==> src/hw/decode_pkg.sv <==
`default_nettype none

package decode_pkg;

   localparam int XLEN = 64;
   localparam int LG_PRF = 6;                // room for a larger register file
   localparam int QUEUE_DEPTH = 4;
   localparam int LG_QUEUE = 2;
   localparam int LG_CREDITS = 3;
   localparam logic [LG_CREDITS-1:0] OUT_CREDITS = 3'd4;

   localparam logic CTRL_RUN = 1'b0;
   localparam logic CTRL_SQUASH = 1'b1;      // dropping wrong-path packets

   localparam logic [6:0] OPC_LOAD = 7'h03;
   localparam logic [6:0] OPC_OP_IMM = 7'h13;
   localparam logic [6:0] OPC_AUIPC = 7'h17;
   localparam logic [6:0] OPC_STORE = 7'h23;
   localparam logic [6:0] OPC_OP = 7'h33;
   localparam logic [6:0] OPC_LUI = 7'h37;
   localparam logic [6:0] OPC_BRANCH = 7'h63;
   localparam logic [6:0] OPC_JALR = 7'h67;
   localparam logic [6:0] OPC_JAL = 7'h6f;

   typedef enum logic [5:0] {
      LB, LH, LW, LD, LBU, LHU, LWU,
      SB, SH, SW, SD,
      ADDI, SLLI, SLTI, SLTIU, XORI, SRLI, SRAI, ORI, ANDI,
      ADDU, SUBU, SLL, SLT, SLTU, XOR, SRL, SRA, OR, AND,
      AUIPC, LUI,
      BEQ, BNE, BLT, BGE, BLTU, BGEU,
      J, JAL, JR, JALR, RET,
      NOP, II, FETCH_PF, IRQ
   } uop_op_t;

   typedef struct packed {
      logic [31:0]     insn;
      logic [XLEN-1:0] pc;
      logic            page_fault;
      logic            irq;
   } fetch_pkt_t;

   typedef struct packed {
      uop_op_t           op;
      logic [LG_PRF-1:0] src_a;
      logic              src_a_valid;
      logic [LG_PRF-1:0] src_b;
      logic              src_b_valid;
      logic [LG_PRF-1:0] dst;
      logic              dst_valid;
      logic              is_mem;
      logic              is_store;
      logic              is_int;
      logic              is_cheap_int;
      logic              is_br;
      logic [XLEN-1:0]   imm;          // immediate or pc-relative target
      logic [XLEN-1:0]   pc;
   } uop_t;

   typedef struct packed {
      logic [6:0] funct7;
      logic [4:0] rs2;
      logic [4:0] rs1;
      logic [2:0] funct3;
      logic [4:0] rd;
      logic [6:0] opcode;
   } r_fmt_t;

   typedef struct packed {
      logic [11:0] imm_11_0;
      logic [4:0]  rs1;
      logic [2:0]  funct3;
      logic [4:0]  rd;
      logic [6:0]  opcode;
   } i_fmt_t;

   typedef struct packed {
      logic [6:0] imm_11_5;
      logic [4:0] rs2;
      logic [4:0] rs1;
      logic [2:0] funct3;
      logic [4:0] imm_4_0;
      logic [6:0] opcode;
   } s_fmt_t;

   typedef struct packed {
      logic [19:0] imm_31_12;
      logic [4:0]  rd;
      logic [6:0]  opcode;
   } u_fmt_t;

   typedef struct packed {
      logic       imm_12;
      logic [5:0] imm_10_5;
      logic [4:0] rs2;
      logic [4:0] rs1;
      logic [2:0] funct3;
      logic [3:0] imm_4_1;
      logic       imm_11;
      logic [6:0] opcode;
   } b_fmt_t;

   typedef struct packed {
      logic       imm_20;
      logic [9:0] imm_10_1;
      logic       imm_11;
      logic [7:0] imm_19_12;
      logic [4:0] rd;
      logic [6:0] opcode;
   } j_fmt_t;

   typedef union packed {
      r_fmt_t r_fmt;
      i_fmt_t i_fmt;
      s_fmt_t s_fmt;
      u_fmt_t u_fmt;
      b_fmt_t b_fmt;
      j_fmt_t j_fmt;
   } insn_t;

endpackage

`default_nettype wire

==> src/hw/fetch_queue.sv <==
`timescale 1ns/10ps
`default_nettype none

module fetch_queue
(
   input  logic                   clk,
   input  logic                   reset,
   input  logic                   push,
   input  decode_pkg::fetch_pkt_t push_pkt,
   input  logic                   pop,
   output logic                   head_valid,
   output decode_pkg::fetch_pkt_t head_pkt
);

   decode_pkg::fetch_pkt_t mem [decode_pkg::QUEUE_DEPTH];
   logic [decode_pkg::LG_QUEUE-1:0] rd_ptr;
   logic [decode_pkg::LG_QUEUE-1:0] wr_ptr;
   logic [decode_pkg::LG_QUEUE:0] count;

   assign head_valid = count != '0;
   assign head_pkt = mem[rd_ptr];

   always_ff @(posedge clk)
   begin
      if (push)
      begin
         mem[wr_ptr] <= push_pkt;   // never full, fetch holds the credits
      end
   end

   always_ff @(posedge clk)
   begin
      if (reset)
      begin
         rd_ptr <= '0;
         wr_ptr <= '0;
         count <= '0;
      end
      else
      begin
         if (push)
            wr_ptr <= wr_ptr + 1'b1;   // wraps at depth
         if (pop)
            rd_ptr <= rd_ptr + 1'b1;
         if (push && !pop)
            count <= count + 1'b1;
         else if (pop && !push)
            count <= count - 1'b1;
      end
   end

endmodule

`default_nettype wire

==> src/hw/credit_counter.sv <==
`timescale 1ns/10ps
`default_nettype none

module credit_counter
(
   input  logic clk,
   input  logic reset,
   input  logic spend,
   input  logic refund,
   output logic has_credit
);

   logic [decode_pkg::LG_CREDITS-1:0] count;   // free rename slots

   assign has_credit = count != '0;

   always_ff @(posedge clk)
   begin
      if (reset)
      begin
         count <= decode_pkg::OUT_CREDITS;
      end
      else
      begin
         case ({spend, refund})
            2'b10: count <= count - 1'b1;
            2'b01: count <= count + 1'b1;
            default: count <= count;          // both or neither cancel
         endcase
      end
   end

endmodule

`default_nettype wire

==> src/hw/decode_ctrl.sv <==
`timescale 1ns/10ps
`default_nettype none

module decode_ctrl
(
   input  logic clk,
   input  logic reset,
   input  logic head_valid,
   input  logic has_credit,
   input  logic traps,
   input  logic redirect,
   output logic issue,
   output logic discard
);

   logic state;

   // head leaves the queue by one of these two, never both
   assign issue = (state == decode_pkg::CTRL_RUN) && head_valid && has_credit;
   assign discard = (state == decode_pkg::CTRL_SQUASH) && head_valid;

   always_ff @(posedge clk)
   begin
      if (reset)
      begin
         state <= decode_pkg::CTRL_RUN;
      end
      else
      begin
         case (state)
            decode_pkg::CTRL_RUN:
            begin
               if (issue && traps)
                  state <= decode_pkg::CTRL_SQUASH;   // fault or irq sent
            end
            decode_pkg::CTRL_SQUASH:
            begin
               if (redirect)
                  state <= decode_pkg::CTRL_RUN;
            end
            default:
            begin
               state <= decode_pkg::CTRL_RUN;
            end
         endcase
      end
   end

endmodule

`default_nettype wire

==> src/hw/uop_decoder.sv <==
`timescale 1ns/10ps
`default_nettype none

module uop_decoder
(
   input  logic                   clk,
   input  logic                   reset,
   input  decode_pkg::fetch_pkt_t head_pkt,
   input  logic                   issue,
   output logic                   traps,
   output logic                   uop_valid,
   output decode_pkg::uop_t       uop
);

   decode_pkg::insn_t insn;
   decode_pkg::uop_t next_uop;
   logic [decode_pkg::LG_PRF-1:0] rd;
   logic [decode_pkg::LG_PRF-1:0] rs1;
   logic [decode_pkg::LG_PRF-1:0] rs2;
   logic [decode_pkg::XLEN-1:0] i_imm;
   logic [decode_pkg::XLEN-1:0] s_imm;
   logic [decode_pkg::XLEN-1:0] u_imm;
   logic [decode_pkg::XLEN-1:0] b_imm;
   logic [decode_pkg::XLEN-1:0] j_imm;
   logic [decode_pkg::XLEN-1:0] pc_ofs;
   logic [decode_pkg::XLEN-1:0] pc_target;
   logic int_result;

   assign insn = head_pkt.insn;
   assign traps = head_pkt.page_fault | head_pkt.irq;
   assign rd = {{(decode_pkg::LG_PRF-5){1'b0}}, insn.r_fmt.rd};
   assign rs1 = {{(decode_pkg::LG_PRF-5){1'b0}}, insn.r_fmt.rs1};
   assign rs2 = {{(decode_pkg::LG_PRF-5){1'b0}}, insn.r_fmt.rs2};

   assign i_imm = {{(decode_pkg::XLEN-12){insn.i_fmt.imm_11_0[11]}}, insn.i_fmt.imm_11_0};
   assign s_imm = {{(decode_pkg::XLEN-12){insn.s_fmt.imm_11_5[6]}},
                   insn.s_fmt.imm_11_5, insn.s_fmt.imm_4_0};
   assign u_imm = {{(decode_pkg::XLEN-32){insn.u_fmt.imm_31_12[19]}},
                   insn.u_fmt.imm_31_12, 12'd0};
   assign b_imm = {{(decode_pkg::XLEN-13){insn.b_fmt.imm_12}}, insn.b_fmt.imm_12,
                   insn.b_fmt.imm_11, insn.b_fmt.imm_10_5, insn.b_fmt.imm_4_1, 1'b0};
   assign j_imm = {{(decode_pkg::XLEN-21){insn.j_fmt.imm_20}}, insn.j_fmt.imm_20,
                   insn.j_fmt.imm_19_12, insn.j_fmt.imm_11, insn.j_fmt.imm_10_1, 1'b0};

   always_comb
   begin
      case (insn.r_fmt.opcode)
         decode_pkg::OPC_AUIPC: pc_ofs = u_imm;
         decode_pkg::OPC_BRANCH: pc_ofs = b_imm;
         default: pc_ofs = j_imm;
      endcase
   end

   assign pc_target = head_pkt.pc + pc_ofs;   // shared by auipc, branches, jal

   always_comb
   begin
      next_uop = '0;
      next_uop.pc = head_pkt.pc;
      next_uop.op = head_pkt.page_fault ? decode_pkg::FETCH_PF :
                    (head_pkt.irq ? decode_pkg::IRQ : decode_pkg::II);
      int_result = 1'b0;
      if (!traps)
      begin
         case (insn.r_fmt.opcode)
            decode_pkg::OPC_LOAD:
            begin
               next_uop.dst = rd;
               next_uop.dst_valid = rd != '0;   // op kept for x0
               next_uop.src_a = rs1;
               next_uop.src_a_valid = 1'b1;
               next_uop.is_mem = 1'b1;
               next_uop.imm = i_imm;
               case (insn.i_fmt.funct3)
                  3'd0: next_uop.op = decode_pkg::LB;
                  3'd1: next_uop.op = decode_pkg::LH;
                  3'd2: next_uop.op = decode_pkg::LW;
                  3'd3: next_uop.op = decode_pkg::LD;
                  3'd4: next_uop.op = decode_pkg::LBU;
                  3'd5: next_uop.op = decode_pkg::LHU;
                  3'd6: next_uop.op = decode_pkg::LWU;
                  default: next_uop.op = decode_pkg::II;
               endcase
            end
            decode_pkg::OPC_OP_IMM:
            begin
               int_result = 1'b1;
               next_uop.dst = rd;
               next_uop.dst_valid = rd != '0;
               next_uop.src_a = rs1;
               next_uop.src_a_valid = 1'b1;
               next_uop.is_int = 1'b1;
               next_uop.imm = i_imm;
               case (insn.i_fmt.funct3)
                  3'd0: next_uop.op = decode_pkg::ADDI;
                  3'd1: next_uop.op = decode_pkg::SLLI;
                  3'd2: next_uop.op = decode_pkg::SLTI;
                  3'd3: next_uop.op = decode_pkg::SLTIU;
                  3'd4: next_uop.op = decode_pkg::XORI;
                  3'd5:
                  begin
                     case (insn.i_fmt.imm_11_0[11:6])   // funct6 picks the shift
                        6'h00: next_uop.op = decode_pkg::SRLI;
                        6'h10: next_uop.op = decode_pkg::SRAI;
                        default: next_uop.op = decode_pkg::II;
                     endcase
                  end
                  3'd6: next_uop.op = decode_pkg::ORI;
                  default: next_uop.op = decode_pkg::ANDI;
               endcase
               next_uop.is_cheap_int = next_uop.op != decode_pkg::II;
            end
            decode_pkg::OPC_AUIPC, decode_pkg::OPC_LUI:
            begin
               int_result = 1'b1;
               next_uop.dst = rd;
               next_uop.dst_valid = rd != '0;
               next_uop.is_int = 1'b1;
               next_uop.is_cheap_int = 1'b1;
               if (insn.u_fmt.opcode == decode_pkg::OPC_LUI)
               begin
                  next_uop.op = decode_pkg::LUI;
                  next_uop.imm = u_imm;
               end
               else
               begin
                  next_uop.op = decode_pkg::AUIPC;
                  next_uop.imm = pc_target;
               end
            end
            decode_pkg::OPC_STORE:
            begin
               next_uop.src_a = rs1;
               next_uop.src_a_valid = 1'b1;
               next_uop.src_b = rs2;
               next_uop.src_b_valid = 1'b1;
               next_uop.is_mem = 1'b1;
               next_uop.is_store = 1'b1;
               next_uop.imm = s_imm;
               case (insn.s_fmt.funct3)
                  3'd0: next_uop.op = decode_pkg::SB;
                  3'd1: next_uop.op = decode_pkg::SH;
                  3'd2: next_uop.op = decode_pkg::SW;
                  3'd3: next_uop.op = decode_pkg::SD;
                  default: next_uop.op = decode_pkg::II;
               endcase
            end
            decode_pkg::OPC_OP:
            begin
               int_result = 1'b1;
               next_uop.dst = rd;
               next_uop.dst_valid = rd != '0;
               next_uop.src_a = rs1;
               next_uop.src_a_valid = 1'b1;
               next_uop.src_b = rs2;
               next_uop.src_b_valid = 1'b1;
               next_uop.is_int = 1'b1;   // never cheap
               case ({insn.r_fmt.funct7, insn.r_fmt.funct3})
                  {7'h00, 3'd0}: next_uop.op = decode_pkg::ADDU;
                  {7'h20, 3'd0}: next_uop.op = decode_pkg::SUBU;
                  {7'h00, 3'd1}: next_uop.op = decode_pkg::SLL;
                  {7'h00, 3'd2}: next_uop.op = decode_pkg::SLT;
                  {7'h00, 3'd3}: next_uop.op = decode_pkg::SLTU;
                  {7'h00, 3'd4}: next_uop.op = decode_pkg::XOR;
                  {7'h00, 3'd5}: next_uop.op = decode_pkg::SRL;
                  {7'h20, 3'd5}: next_uop.op = decode_pkg::SRA;
                  {7'h00, 3'd6}: next_uop.op = decode_pkg::OR;
                  {7'h00, 3'd7}: next_uop.op = decode_pkg::AND;
                  default: next_uop.op = decode_pkg::II;
               endcase
            end
            decode_pkg::OPC_BRANCH:
            begin
               next_uop.src_a = rs1;
               next_uop.src_a_valid = 1'b1;
               next_uop.src_b = rs2;
               next_uop.src_b_valid = 1'b1;
               next_uop.is_int = 1'b1;
               next_uop.is_br = 1'b1;
               next_uop.imm = pc_target;
               case (insn.b_fmt.funct3)
                  3'd0: next_uop.op = decode_pkg::BEQ;
                  3'd1: next_uop.op = decode_pkg::BNE;
                  3'd4: next_uop.op = decode_pkg::BLT;
                  3'd5: next_uop.op = decode_pkg::BGE;
                  3'd6: next_uop.op = decode_pkg::BLTU;
                  3'd7: next_uop.op = decode_pkg::BGEU;
                  default: next_uop.op = decode_pkg::II;
               endcase
            end
            decode_pkg::OPC_JALR:
            begin
               next_uop.src_a = rs1;
               next_uop.src_a_valid = 1'b1;
               next_uop.is_int = 1'b1;
               next_uop.is_cheap_int = 1'b1;
               next_uop.is_br = 1'b1;
               next_uop.imm = i_imm;
               if (rd == '0)
                  next_uop.op = (rs1 == 'd1 || rs1 == 'd5) ? decode_pkg::RET : decode_pkg::JR;
               else
               begin
                  next_uop.op = decode_pkg::JALR;
                  next_uop.dst = rd;
                  next_uop.dst_valid = 1'b1;
               end
            end
            decode_pkg::OPC_JAL:
            begin
               next_uop.is_int = 1'b1;
               next_uop.is_br = 1'b1;
               next_uop.imm = pc_target;
               if (rd == '0)
                  next_uop.op = decode_pkg::J;
               else
               begin
                  next_uop.op = decode_pkg::JAL;
                  next_uop.dst = rd;
                  next_uop.dst_valid = 1'b1;
                  next_uop.is_cheap_int = 1'b1;   // link write only
               end
            end
            default:
            begin
               next_uop.op = decode_pkg::II;
            end
         endcase
         if (int_result && rd == '0 && next_uop.op != decode_pkg::II)
            next_uop.op = decode_pkg::NOP;   // result dropped at x0
      end
   end

   always_ff @(posedge clk)
   begin
      if (reset)
         uop_valid <= 1'b0;
      else
         uop_valid <= issue;   // one cycle per issue
   end

   always_ff @(posedge clk)
   begin
      if (issue)
         uop <= next_uop;
   end

endmodule

`default_nettype wire

==> src/hw/decode_stage.sv <==
`timescale 1ns/10ps
`default_nettype none

module decode_stage
(
   input  logic                   clk,
   input  logic                   reset,
   input  logic                   fetch_valid,
   input  decode_pkg::fetch_pkt_t fetch_pkt,
   input  logic                   uop_credit,
   input  logic                   redirect,
   output logic                   fetch_credit,
   output logic                   uop_valid,
   output decode_pkg::uop_t       uop
);

   logic head_valid;
   decode_pkg::fetch_pkt_t head_pkt;
   logic has_credit;
   logic traps;
   logic issue;
   logic discard;
   logic pop;

   assign pop = issue | discard;
   assign fetch_credit = pop;   // each slot freed goes back to fetch

   fetch_queue queue_i
   (
      .clk(clk),
      .reset(reset),
      .push(fetch_valid),
      .push_pkt(fetch_pkt),
      .pop(pop),
      .head_valid(head_valid),
      .head_pkt(head_pkt)
   );

   credit_counter credit_i
   (
      .clk(clk),
      .reset(reset),
      .spend(issue),
      .refund(uop_credit),
      .has_credit(has_credit)
   );

   decode_ctrl ctrl_i
   (
      .clk(clk),
      .reset(reset),
      .head_valid(head_valid),
      .has_credit(has_credit),
      .traps(traps),
      .redirect(redirect),
      .issue(issue),
      .discard(discard)
   );

   uop_decoder decoder_i
   (
      .clk(clk),
      .reset(reset),
      .head_pkt(head_pkt),
      .issue(issue),
      .traps(traps),
      .uop_valid(uop_valid),
      .uop(uop)
   );

endmodule

`default_nettype wire

==> config.mk <==
export PLATFORM = sky130hd
export DESIGN_NAME = decode_stage
export DESIGN_NICKNAME = d
export VERILOG_FILES = /design/src/hw/decode_pkg.sv /design/src/hw/fetch_queue.sv /design/src/hw/credit_counter.sv /design/src/hw/decode_ctrl.sv /design/src/hw/uop_decoder.sv /design/src/hw/decode_stage.sv
export SDC_FILE = /design/constraint.sdc
export NUM_CORES = 1
export LEC_CHECK = 0
export ABC_AREA = 1
export BUFFER_PORTS_ARGS = -buffer_cell sky130_fd_sc_hd__buf_2
export CORE_ASPECT_RATIO = 1.75
export CORE_UTILIZATION = 50
export DETAILED_ROUTE_END_ITERATION = 7
export HOLD_SLACK_MARGIN = 0.08
export PLACE_DENSITY_LB_ADDON = 0.25
export SYNTH_ARGS = -nofsm -noshare
export SYNTH_HDL_FRONTEND = slang
export SYNTH_SLANG_ARGS = --single-unit
==> constraint.sdc <==
create_clock -name clk -period 13.8 [get_ports clk]
set_input_delay 2.07 -clock clk [delete_from_list [all_inputs] [get_ports clk]]
set_output_delay 2.07 -clock clk [all_outputs]
set_load 0.05 [all_outputs]
==> key figures, run 1 <==
Run status
  – Status: complete, no violations

Timing
  – Fin crit share: 0.528
  – Final Skew: 0.0257 ns
  – Final WS setup: 6.52 ns
  – Rel. slew slack: 0.182
  – RSZ-0062 raised after global routing: false
  – Max Clk Rate: 0.137 GHz
  – Pins Over Slew Limit: 0
  – Setup TNS Final: 0 ns
  – Fin. Hold Viols: 0
  – Minimum clock period: 7.28 ns
  – # setup viols final: 0
  – Worst-margin pin slew: 1.22 ns

Synthesis
  – Count leader, synth: edfxtp_1
  – Top FF cell, synth: edfxtp_1
  – Post-synthesis sequential area ratio: 0.622
  – Area share of the largest cell type after synthesis: 0.611
  – Top cells by area, synth: edfxtp_1 61%, nand2_1 6.6%, nor2_1 5.2%
  – Mux contribution to synthesized area: 0
  – Asr flop ratio synth: 0
  – Number of distinct library cells after synthesis: 56
  – Adder-Cell Fraction of Synth Area: 0.0338
  – Compound-cell area share of the yosys netlist: 0.122
  – Post-synthesis xor/xnor area fraction: 0.00877
  – Post-synth top area cell: edfxtp_1
  – Register bit total from synthesis: 563
  – Post-synth EDFFs: 549
  – Yosys warns: 0
  – Commonest cells post-synth: 549 x edfxtp_1, 475 x nand2_1, 374 x nor2_1
  – Synth Cell Area: 0.0270 mm²
  – Syn_area_per_cell: 10.3 µm²
  – Simple-Gate Fraction of Synth Area: 0.167
  – Cells after synthesis: 2,628
  – Main combinational cell family by area after synthesis: simple AND/OR/NAND/NOR gates

Setup path
  – CP max FO: 52
  – Crit path kind: reg -> reg
  – Crit path DAT: 7.62 ns
  – CP max stage cell: a211oi_1
  – Crit path buffers/inverters: 3
  – CP dominant cell by count: nand2_1
  – WP data required: 14.13 ns
  – CP Cell Sequence: buf_4, nand2_1, nand3_1, nand2_1, inv_1, nand3_4, nor2_4, inv_2, nand2_2, o22ai_1, ha_1, fa_1, nand3_1, nand2_1, a21oi_1, o21ai_0, nand2_1, nand2_1, xnor2_1, a21oi_1, a211oi_1, nor2_1
  – Cell family with most CP delay: compound AO/OA/AOI/OAI gates
  – Critical Path End Type: flop
  – Startpoint Class: flop
  – Max incr delay on CP: 0.98 ns

Worst hold path
  – Worst Hold Class: reg -> reg

Place
  – GP Congestion: 1.06
  – Place WS: 7.08 ns
  – DP Area: 0.0288 mm²
  – DP HPWL: 68.5 mm
  – Port Buf Inserts: 261

Clock network
  – Postcts setup bufs: 0
  – CTS-repair resized insts: 0
  – Root Driver: clkbuf_16
  – CTS buffer count: 47
  – H-tree Lvls: 2
  – Clock transition at the registers of the reported paths: 0.07 ns
  – Clk buf depth: 3
  – Post-CTS Hold Buffers: 0
  – CTS tree: yes
  – Clock sink total: 563
  – Clk Latency, worst-skew pair: 0.62 ns

Die
  – Die width: 178 µm
  – Core ar.: 0.0533 mm²
  – DIE AREA: 0.0549 mm²
  – Initial core utilization: 0.507
  – Cell Rows: 112
  – Die Height: 309 µm
  – I/O pin count: 265

GRT
  – Initial antenna violation count: 4
  – GRT overflow: 0
  – Largest net degree at the start of global routing: 159
  – GRT Overall Usage: 0.341
  – Number of global-route vias before repair: 21,200
  – First-pass GRT wire length: 134 mm

Layout
  – Fraction of layout cells with a size suffix above 1: 0.146
  – Final core utilization: 0.572
  – Fill count: 4,601
  – Finished Cell Area: 0.0305 mm²
  – Final net count: 3,038
  – Synth-to-Final Area Change: 13.0%

Routing
  – Remaining antenna violation count: 0
  – Routed wire length: 93.0 mm
  – DR pass1 iterations: 5
  – Initial DRC count: 1,900
  – Drt drc: 0
  – Met2 wire len: 47.6 mm
  – Vias per inst: 5.89
  – WL/cell: 25.9 µm
  – M1 wire length: 30.2 mm
  – Via count: 21,100
  – WL met3: 5.79 mm
  – DR top layer: met5

Run
  – Max-Cap Viols: 0
[per-layer routing]
metal,vias up,track usage
li1,9713,-
met1,10200,0.337
met2,919,0.610
met3,323,0.0575
met4,4,0.300
met5,-,0
[logic make-up (layout without fill, tap and decap cells)]
group,count (synthesis),count (layout)
adder cells (fa/ha/maj),71,71
flip-flops,563,563
AND/OR/NAND/NOR,1077,1077
buffers and inverters,296,566
other,1,5
AO/OA/AOI/OAI,593,593
XOR/XNOR,27,27
[stage by stage]
step                      cells  hold WS, ns
after floorplan            2630        0.436
after global placement     3499        0.447
after detailed placement   3499        0.459
after CTS                  3584        0.468
after global routing       3585        0.497
final                      3586        0.465
[worst min-delay path, stage by stage, from the launching register on]
cell and delay, ns:
dfxtp_1 0.30, inv_1 0.05, a21oi_1 0.07
[cell type report]
cell class	count	area (µm²)	share of cell area
Inverter	202	776	0.0254
Sequential cell	563	16800	0.550
Antenna cell	2	5.00	0.000164
Clock buffer	55	1230	0.0403
Multi-Input combinational cell	1771	8950	0.293
Timing Repair Buffer	279	1450	0.0477
Tap cell	684	856	0.0281
Clock inverter	30	449	0.0147
[worst paths after layout]
check	startpoint	end	slack, ns	cells after the start
max	flop	decoder_i.uop[87]$_SDFFCE_PP0P_	6.52	22
min	queue_i.rd_ptr[1]$_SDFFE_PP0N_	flop	0.46	2
max reg2reg	flop	decoder_i.uop[87]$_SDFFCE_PP0P_	6.52	22
min reg2reg	queue_i.rd_ptr[1]$_SDFFE_PP0N_	flop	0.46	2
[sequential cells by signal, summed over array words and instances (netlist names), named ones only]
register,count
queue_i.mem,392
decoder_i.uop,157
credit_i.count,3
queue_i.count,3
queue_i.rd_ptr,2
queue_i.wr_ptr,2
ctrl_i.state,1
decoder_i.uop_valid,1
[cell usage in the layout, fill, tap and decap left out, types with 5 or more instances in the layout]
cell          n
or2_2         9
nand2_1     475
o21ai_1      11
nor2_2        5
nor2_1      374
inv_1       185
o22ai_1      72
clkinvlp_4    6
o31ai_1       8
nor2_4        6
edfxtp_1    549
a211oi_1      6
clkinv_2      6
a31oi_1      11
o21bai_1      9
a21oi_1     180
clkbuf_1      7
buf_4        17
o221ai_1      5
a32oi_1       7
nand3b_1      8
nand4_1      10
o21a_1        9
bufinv_16     9
nand2_2      17
ha_1         68
o21ai_0     250
inv_4         7
xor2_1        9
buf_2       261
xnor2_1      18
dfxtp_1      12
clkbuf_16    48
inv_2        10
nor3_1       21
nand3_1     137
a21o_1        8
Power of run 1 is not shown: default switching activity piles up to over one toggle a cycle in this logic, so the estimate is an artifact.
==> run 2: changes to the inputs <==
--- a/config.mk
+++ b/config.mk
@@ -5,7 +5,7 @@
 export SDC_FILE = /design/constraint.sdc
 export NUM_CORES = 1
 export LEC_CHECK = 0
-export ABC_AREA = 1
+export ABC_AREA = 0
 export BUFFER_PORTS_ARGS = -buffer_cell sky130_fd_sc_hd__buf_2
 export CORE_ASPECT_RATIO = 1.75
 export CORE_UTILIZATION = 50
==> constraint.sdc (replaced) <==
create_clock -name clk -period 6.57 [get_ports clk]
set_input_delay 0.9855 -clock clk [delete_from_list [all_inputs] [get_ports clk]]
set_output_delay 0.9855 -clock clk [all_outputs]
set_load 0.05 [all_outputs]
==> run 2 against run 1 <==
  * Die area fell by 5.2%
  * Clock-buffer cell count rose by 12
  * Global-route usage fell by 5.5 points
  * Cell count fell by 25%
  * Synthesized cell count fell by 34%
  * Flip-flop and latch count did not move
  * Maximum frequency rose by 25%
  * Critical path depth fell by 5
  * Routed wire length fell by 20%
  * Largest cell class unchanged
==> key figures, run 2 <==
Timing
  – Minimum clock period: 5.85 ns
  – Worst-margin pin slew: 1.13 ns
  – Final Skew: 0.0149 ns
  – Fin crit share: 0.890
  – Fin. Hold Viols: 0
  – Setup TNS Final: 0 ns
  – Pins Over Slew Limit: 0
  – # setup viols final: 0
  – RSZ-0062 raised after global routing: false
  – Final WS setup: 0.725 ns
  – Max Clk Rate: 0.171 GHz
  – Rel. slew slack: 0.247

Synthesis
  – Adder-Cell Fraction of Synth Area: 0.0356
  – Yosys warns: 0
  – Simple-Gate Fraction of Synth Area: 0.0814
  – Register bit total from synthesis: 563
  – Count leader, synth: edfxtp_1
  – Syn_area_per_cell: 14.8 µm²
  – Number of distinct library cells after synthesis: 85
  – Synth Cell Area: 0.0256 mm²
  – Top cells by area, synth: edfxtp_1 65%, mux4_2 8.2%, ha_1 3.3%
  – Post-synthesis sequential area ratio: 0.656
  – Main combinational cell family by area after synthesis: compound AO/OA/AOI/OAI gates
  – Post-synthesis xor/xnor area fraction: 0.0192
  – Compound-cell area share of the yosys netlist: 0.0970
  – Area share of the largest cell type after synthesis: 0.645
  – Post-synth top area cell: edfxtp_1
  – Post-synth EDFFs: 549
  – Cells after synthesis: 1,722
  – Asr flop ratio synth: 0
  – Mux contribution to synthesized area: 0.0899
  – Top FF cell, synth: edfxtp_1
  – Commonest cells post-synth: 549 x edfxtp_1, 129 x a21oi_1, 129 x nand2_1

Die
  – Initial core utilization: 0.506
  – Core ar.: 0.0505 mm²
  – Die Height: 301 µm
  – DIE AREA: 0.0521 mm²
  – Die width: 173 µm
  – I/O pin count: 265
  – Cell Rows: 109

Worst hold path
  – Hold path startpoint: queue_i.rd_ptr[1]$_SDFFE_PP0N_
  – Worst Hold Class: reg -> reg

Clock network
  – H-tree Lvls: 2
  – Root Driver: clkbuf_16
  – Clk buf depth: 3
  – Clk Latency, worst-skew pair: 0.58 ns
  – Clock sink total: 563
  – Postcts setup bufs: 0
  – Clock transition at the registers of the reported paths: 0.07 ns
  – Post-CTS Hold Buffers: 0
  – CTS tree: yes
  – CTS-repair resized insts: 0
  – CTS buffer count: 47

Layout
  – Top flop regs: queue_i.mem: 392 flops, decoder_i.uop: 157 flops
  – Most frequent cells in the layout: 549 x edfxtp_1, 261 x buf_2, 129 x a21oi_1, 129 x nand2_1
  – Final net count: 2,150
  – Commonest non-fill, non-tap cell in the layout: edfxtp_1
  – Finished Cell Area: 0.0290 mm²
  – Fraction of layout cells with a size suffix above 1: 0.235
  – Synth-to-Final Area Change: 13.4%
  – Top reg by flops: queue_i.mem
  – Max FFs per register: 392

Run status
  – Status: complete, no violations

Routing
  – Routed wire length: 74.4 mm
  – Initial DRC count: 1,139
  – WL/cell: 27.8 µm
  – Drt drc: 0
  – Remaining antenna violation count: 0
  – DR pass1 iterations: 4
  – Vias per inst: 5.99
  – Via count: 16,100

Run
  – Max-Cap Viols: 0

Setup path
  – Critical Path End Type: flop
  – Crit path DAT: 6.24 ns
  – Startpoint Class: flop
  – CP max FO: 14
  – WP data required: 6.97 ns
  – Crit path kind: reg -> reg

Power
  – Cell leakage power: 10.3 nW
  – PwrDens: 554 mW/mm²
  – Maximum vdd drop: 0.859 mV

GRT
  – GRT overflow: 0
  – Number of global-route vias before repair: 16,700
  – Initial antenna violation count: 2
  – Largest net degree at the start of global routing: 89
  – First-pass GRT wire length: 107 mm
  – GRT Overall Usage: 0.286

Place
  – DP Area: 0.0275 mm²
  – Port Buf Inserts: 261
  – GP Congestion: 0.966
  – DP HPWL: 54.7 mm
  – Place WS: 0.777 ns
## run 2: layout make-up
| cell class | count | area, µm² |
|---|---|---|
| Antenna cell | 1 | 2.50 |
| Clock buffer | 67 | 1280 |
| Clock inverter | 18 | 158 |
| Fill cell | 4108 | 21500 |
| Inverter | 40 | 155 |
| Multi-Input combinational cell | 1037 | 8280 |
| Sequential cell | 563 | 16800 |
| Tap cell | 666 | 833 |
| Timing Repair Buffer | 287 | 1500 |
## run 2: worst paths after layout
check	depth (start not counted)	slack [ns]	to
worst max-delay path	17	0.72	decoder_i.uop[125]$_SDFFCE_PP0P_
worst min-delay path	2	0.53	flop
worst max register to register	17	0.72	decoder_i.uop[125]$_SDFFCE_PP0P_
worst min register to register	2	0.53	flop
## run 2: kinds of logic after synthesis
family | Yosys count
AO/OA/AOI/OAI | 384
XOR/XNOR | 56
adder cells (fa/ha/maj) | 71
buffers and inverters | 124
flip-flops | 563
multiplexers | 108
other | 1
AND/OR/NAND/NOR | 415
## run 2: critical path, cell delays in order, from the launching register on
cell      delay [ns]
dfxtp_4         0.46
mux4_2          0.66
nand2b_1        0.31
nor4b_4         0.40
nand2_1         0.41
nand2_1         0.14
o21ai_0         0.10
ha_1            0.24
fa_1            0.43
a21oi_1         0.22
o21ai_0         0.17
a21oi_1         0.35
nand3_1         0.28
a221oi_1        0.34
a21oi_1         0.21
a211oi_1        0.47
o221ai_1        0.17
a311oi_1        0.29
## run 2: metrics by stage
step	power (mW)	cells	utilization	hold slack (ns)
after floorplan	10.9	1724	-	0.452
after global routing	16.7	2679	0.574	0.555
after detailed placement	13.5	2593	0.546	0.519
final	16.1	2679	0.574	0.530
after global placement	13.4	2593	0.546	0.469
after CTS	16.1	2678	0.574	0.532
## run 2: metal layers
metal	routed length [µm]	track usage	up-vias
met5	13	0	-
met4	6170	0.217	2
met3	2840	0.0319	202
met2	41700	0.551	551
met1	23700	0.277	8017
li1	-	-	7286
## run 2: power breakdown
group          internal [mW]  total (mW)  switching [mW]
sequential              4.82        5.05           0.229
combinational           2.36        8.36            6.00
clock                   1.41        2.65            1.24
total                   8.59        16.1            7.47
No activity file was read; power rests on OpenSTA's default activity.
==> run 3: changes to the inputs <==
--- a/config.mk
+++ b/config.mk
@@ -7,11 +7,11 @@
 export LEC_CHECK = 0
 export ABC_AREA = 0
 export BUFFER_PORTS_ARGS = -buffer_cell sky130_fd_sc_hd__buf_2
-export CORE_ASPECT_RATIO = 1.75
 export CORE_UTILIZATION = 50
 export DETAILED_ROUTE_END_ITERATION = 7
 export HOLD_SLACK_MARGIN = 0.08
 export PLACE_DENSITY_LB_ADDON = 0.25
+export SETUP_SLACK_MARGIN = 0.02
 export SYNTH_ARGS = -nofsm -noshare
 export SYNTH_HDL_FRONTEND = slang
 export SYNTH_SLANG_ARGS = --single-unit
==> run 3 against run 2 <==
  * Worst setup slack got worse by 0.081 ns
  * Total power barely moved
  * Sequential power barely moved
  * Global-route usage fell by 2.4 points
  * Largest cell class unchanged
==> key figures, run 3 (synthesis results as in run 2) <==
Clock network
  – Clock sink total: 563
  – Root Driver: clkbuf_16
  – CTS-repair resized insts: 0
  – CTS tree: yes
  – Clock transition at the registers of the reported paths: 0.06 ns
  – Clk buf depth: 3
  – H-tree Lvls: 2
  – Post-CTS Hold Buffers: 0
  – CTS buffer count: 55
  – Postcts setup bufs: 0
  – Clk Latency, worst-skew pair: 0.61 ns

Routing
  – Drt drc: 0
  – Initial DRC count: 1,430
  – WL/cell: 25.2 µm
  – Routed wire length: 68.3 mm
  – Via count: 16,100
  – Remaining antenna violation count: 0
  – DR pass1 iterations: 6
  – Vias per inst: 5.95

Setup path
  – Critical Path End Type: flop
  – Crit path kind: reg -> reg
  – R2r endpoint: decoder_i.uop[125]$_SDFFCE_PP0P_
  – CP max FO: 14
  – Worst R2R Setup Slack: 0.64 ns
  – Crit path DAT: 6.34 ns
  – R2R cell count: 16
  – WP data required: 6.98 ns
  – Startpoint Class: flop

Power
  – Sw Share: 0.449
  – PwrDens: 549 mW/mm²
  – Cell leakage power: 10.5 nW
  – Internal Power: 8.86 mW
  – Flop pwr share: 0.314
  – Clk network pwr share: 0.188
  – Logic pwr share: 0.498
  – Power consumption: 16.1 mW
  – Maximum vdd drop: 0.319 mV
  – Sw Pwr: 7.21 mW

Die
  – I/O pin count: 265
  – Die width: 228 µm
  – Cell Rows: 82
  – Initial core utilization: 0.508
  – Core ar.: 0.0503 mm²
  – Die Height: 228 µm
  – DIE AREA: 0.0520 mm²

Layout
  – Most frequent cells in the layout: 549 x edfxtp_1, 261 x buf_2, 129 x a21oi_1, 129 x nand2_1
  – Synth-to-Final Area Change: 14.6%
  – Max FFs per register: 392
  – Top flop regs: queue_i.mem: 392 flops, decoder_i.uop: 157 flops
  – Finished Layout Cells: 2,704
  – Commonest non-fill, non-tap cell in the layout: edfxtp_1
  – Final core utilization: 0.582
  – Top reg by flops: queue_i.mem
  – Fraction of layout cells with a size suffix above 1: 0.241
  – Finished Cell Area: 0.0293 mm²
  – Final net count: 2,157

Timing
  – Worst hold-check slack: 0.483 ns
  – Worst-margin pin slew: 1.17 ns
  – Rel. slew slack: 0.217
  – Max Clk Rate: 0.169 GHz
  – Fin crit share: 0.902
  – Pins Over Slew Limit: 0
  – # setup viols final: 0
  – RSZ-0062 raised after global routing: false
  – Setup TNS Final: 0 ns
  – Final WS setup: 0.644 ns
  – Fin. Hold Viols: 0
  – Minimum clock period: 5.93 ns
  – Final Skew: 0.0265 ns

GRT
  – Busiest metal layer after global routing: met2
  – Number of global-route vias before repair: 16,000
  – Largest net degree at the start of global routing: 62
  – Met2 usage: 0.460
  – Met1 Use GR: 0.342
  – Initial antenna violation count: 2
  – GRT overflow: 0
  – M3 GR Usage: 0.0354
  – GRT Overall Usage: 0.262
  – First-pass GRT wire length: 102 mm

Worst hold path
  – Hold path startpoint: queue_i.count[2]$_SDFFE_PP0P_
  – Worst Hold Class: reg -> reg
  – Hold path depth: 2
  – Hold EP: queue_i.count[2]$_SDFFE_PP0P_

Place
  – Place WS: 0.839 ns
  – GP Congestion: 0.919
  – DP Area: 0.0275 mm²
  – Dpl cells: 2,598
  – DP HPWL: 48.4 mm
  – Port Buf Inserts: 261

Run
  – Max-Cap Viols: 0

Run status
  – Status: complete, no violations
## run 3: critical path, stage by stage, from the launching register on
cell and delay (ns):
dfxtp_4 0.45, mux4_2 0.68, nand2b_1 0.32, nor4b_4 0.32
nand2_1 0.36, nand2_1 0.54, nand2_1 0.13, ha_1 0.42
a21o_1 0.20, a21o_1 0.17, a21oi_1 0.22, o21ai_0 0.14
a211oi_1 0.39, a21oi_1 0.23, a211oi_1 0.60, o221ai_1 0.21
a311oi_1 0.34
## run 3: how the worst max path moves through the flow
stage	start	to	depth (start not counted)
floorplan	flop	decoder_i.uop[120]$_SDFFCE_PP0P_	17
global placement	flop	decoder_i.uop[125]$_SDFFCE_PP0P_	16
detailed placement	flop	decoder_i.uop[125]$_SDFFCE_PP0P_	16
CTS	flop	decoder_i.uop[125]$_SDFFCE_PP0P_	16
global route	flop	decoder_i.uop[107]$_SDFFCE_PP0P_	16
finish	flop	decoder_i.uop[125]$_SDFFCE_PP0P_	16
## run 3: per-layer routing
layer  part of all wire  up-vias
li1                   -     7322
met1               0.41     8103
met2               0.51      569
met3              0.051       92
met4              0.026        2
met5            0.00019        -
## run 3: layout make-up
class                           count  area [µm²]
Antenna cell                        3        7.51
Clock buffer                       69        1450
Clock inverter                     34         270
Fill cell                        3978       21000
Inverter                           40         155
Multi-Input combinational cell   1037        8280
Sequential cell                   563       16800
Tap cell                          672         841
Timing Repair Buffer              286        1490
## run 3: power by group through the flow
stage / Combinational, mW / Clock, mW / Sequential, mW
2_1_floorplan: 4.08 / 0 / 6.87
3_3_place_gp: 7.92 / 0 / 5.12
3_5_place_dp: 7.95 / 0 / 5.13
4_1_cts: 7.98 / 3.06 / 5.06
5_1_grt: 8.51 / 3.19 / 5.11
6_report: 8.00 / 3.01 / 5.05
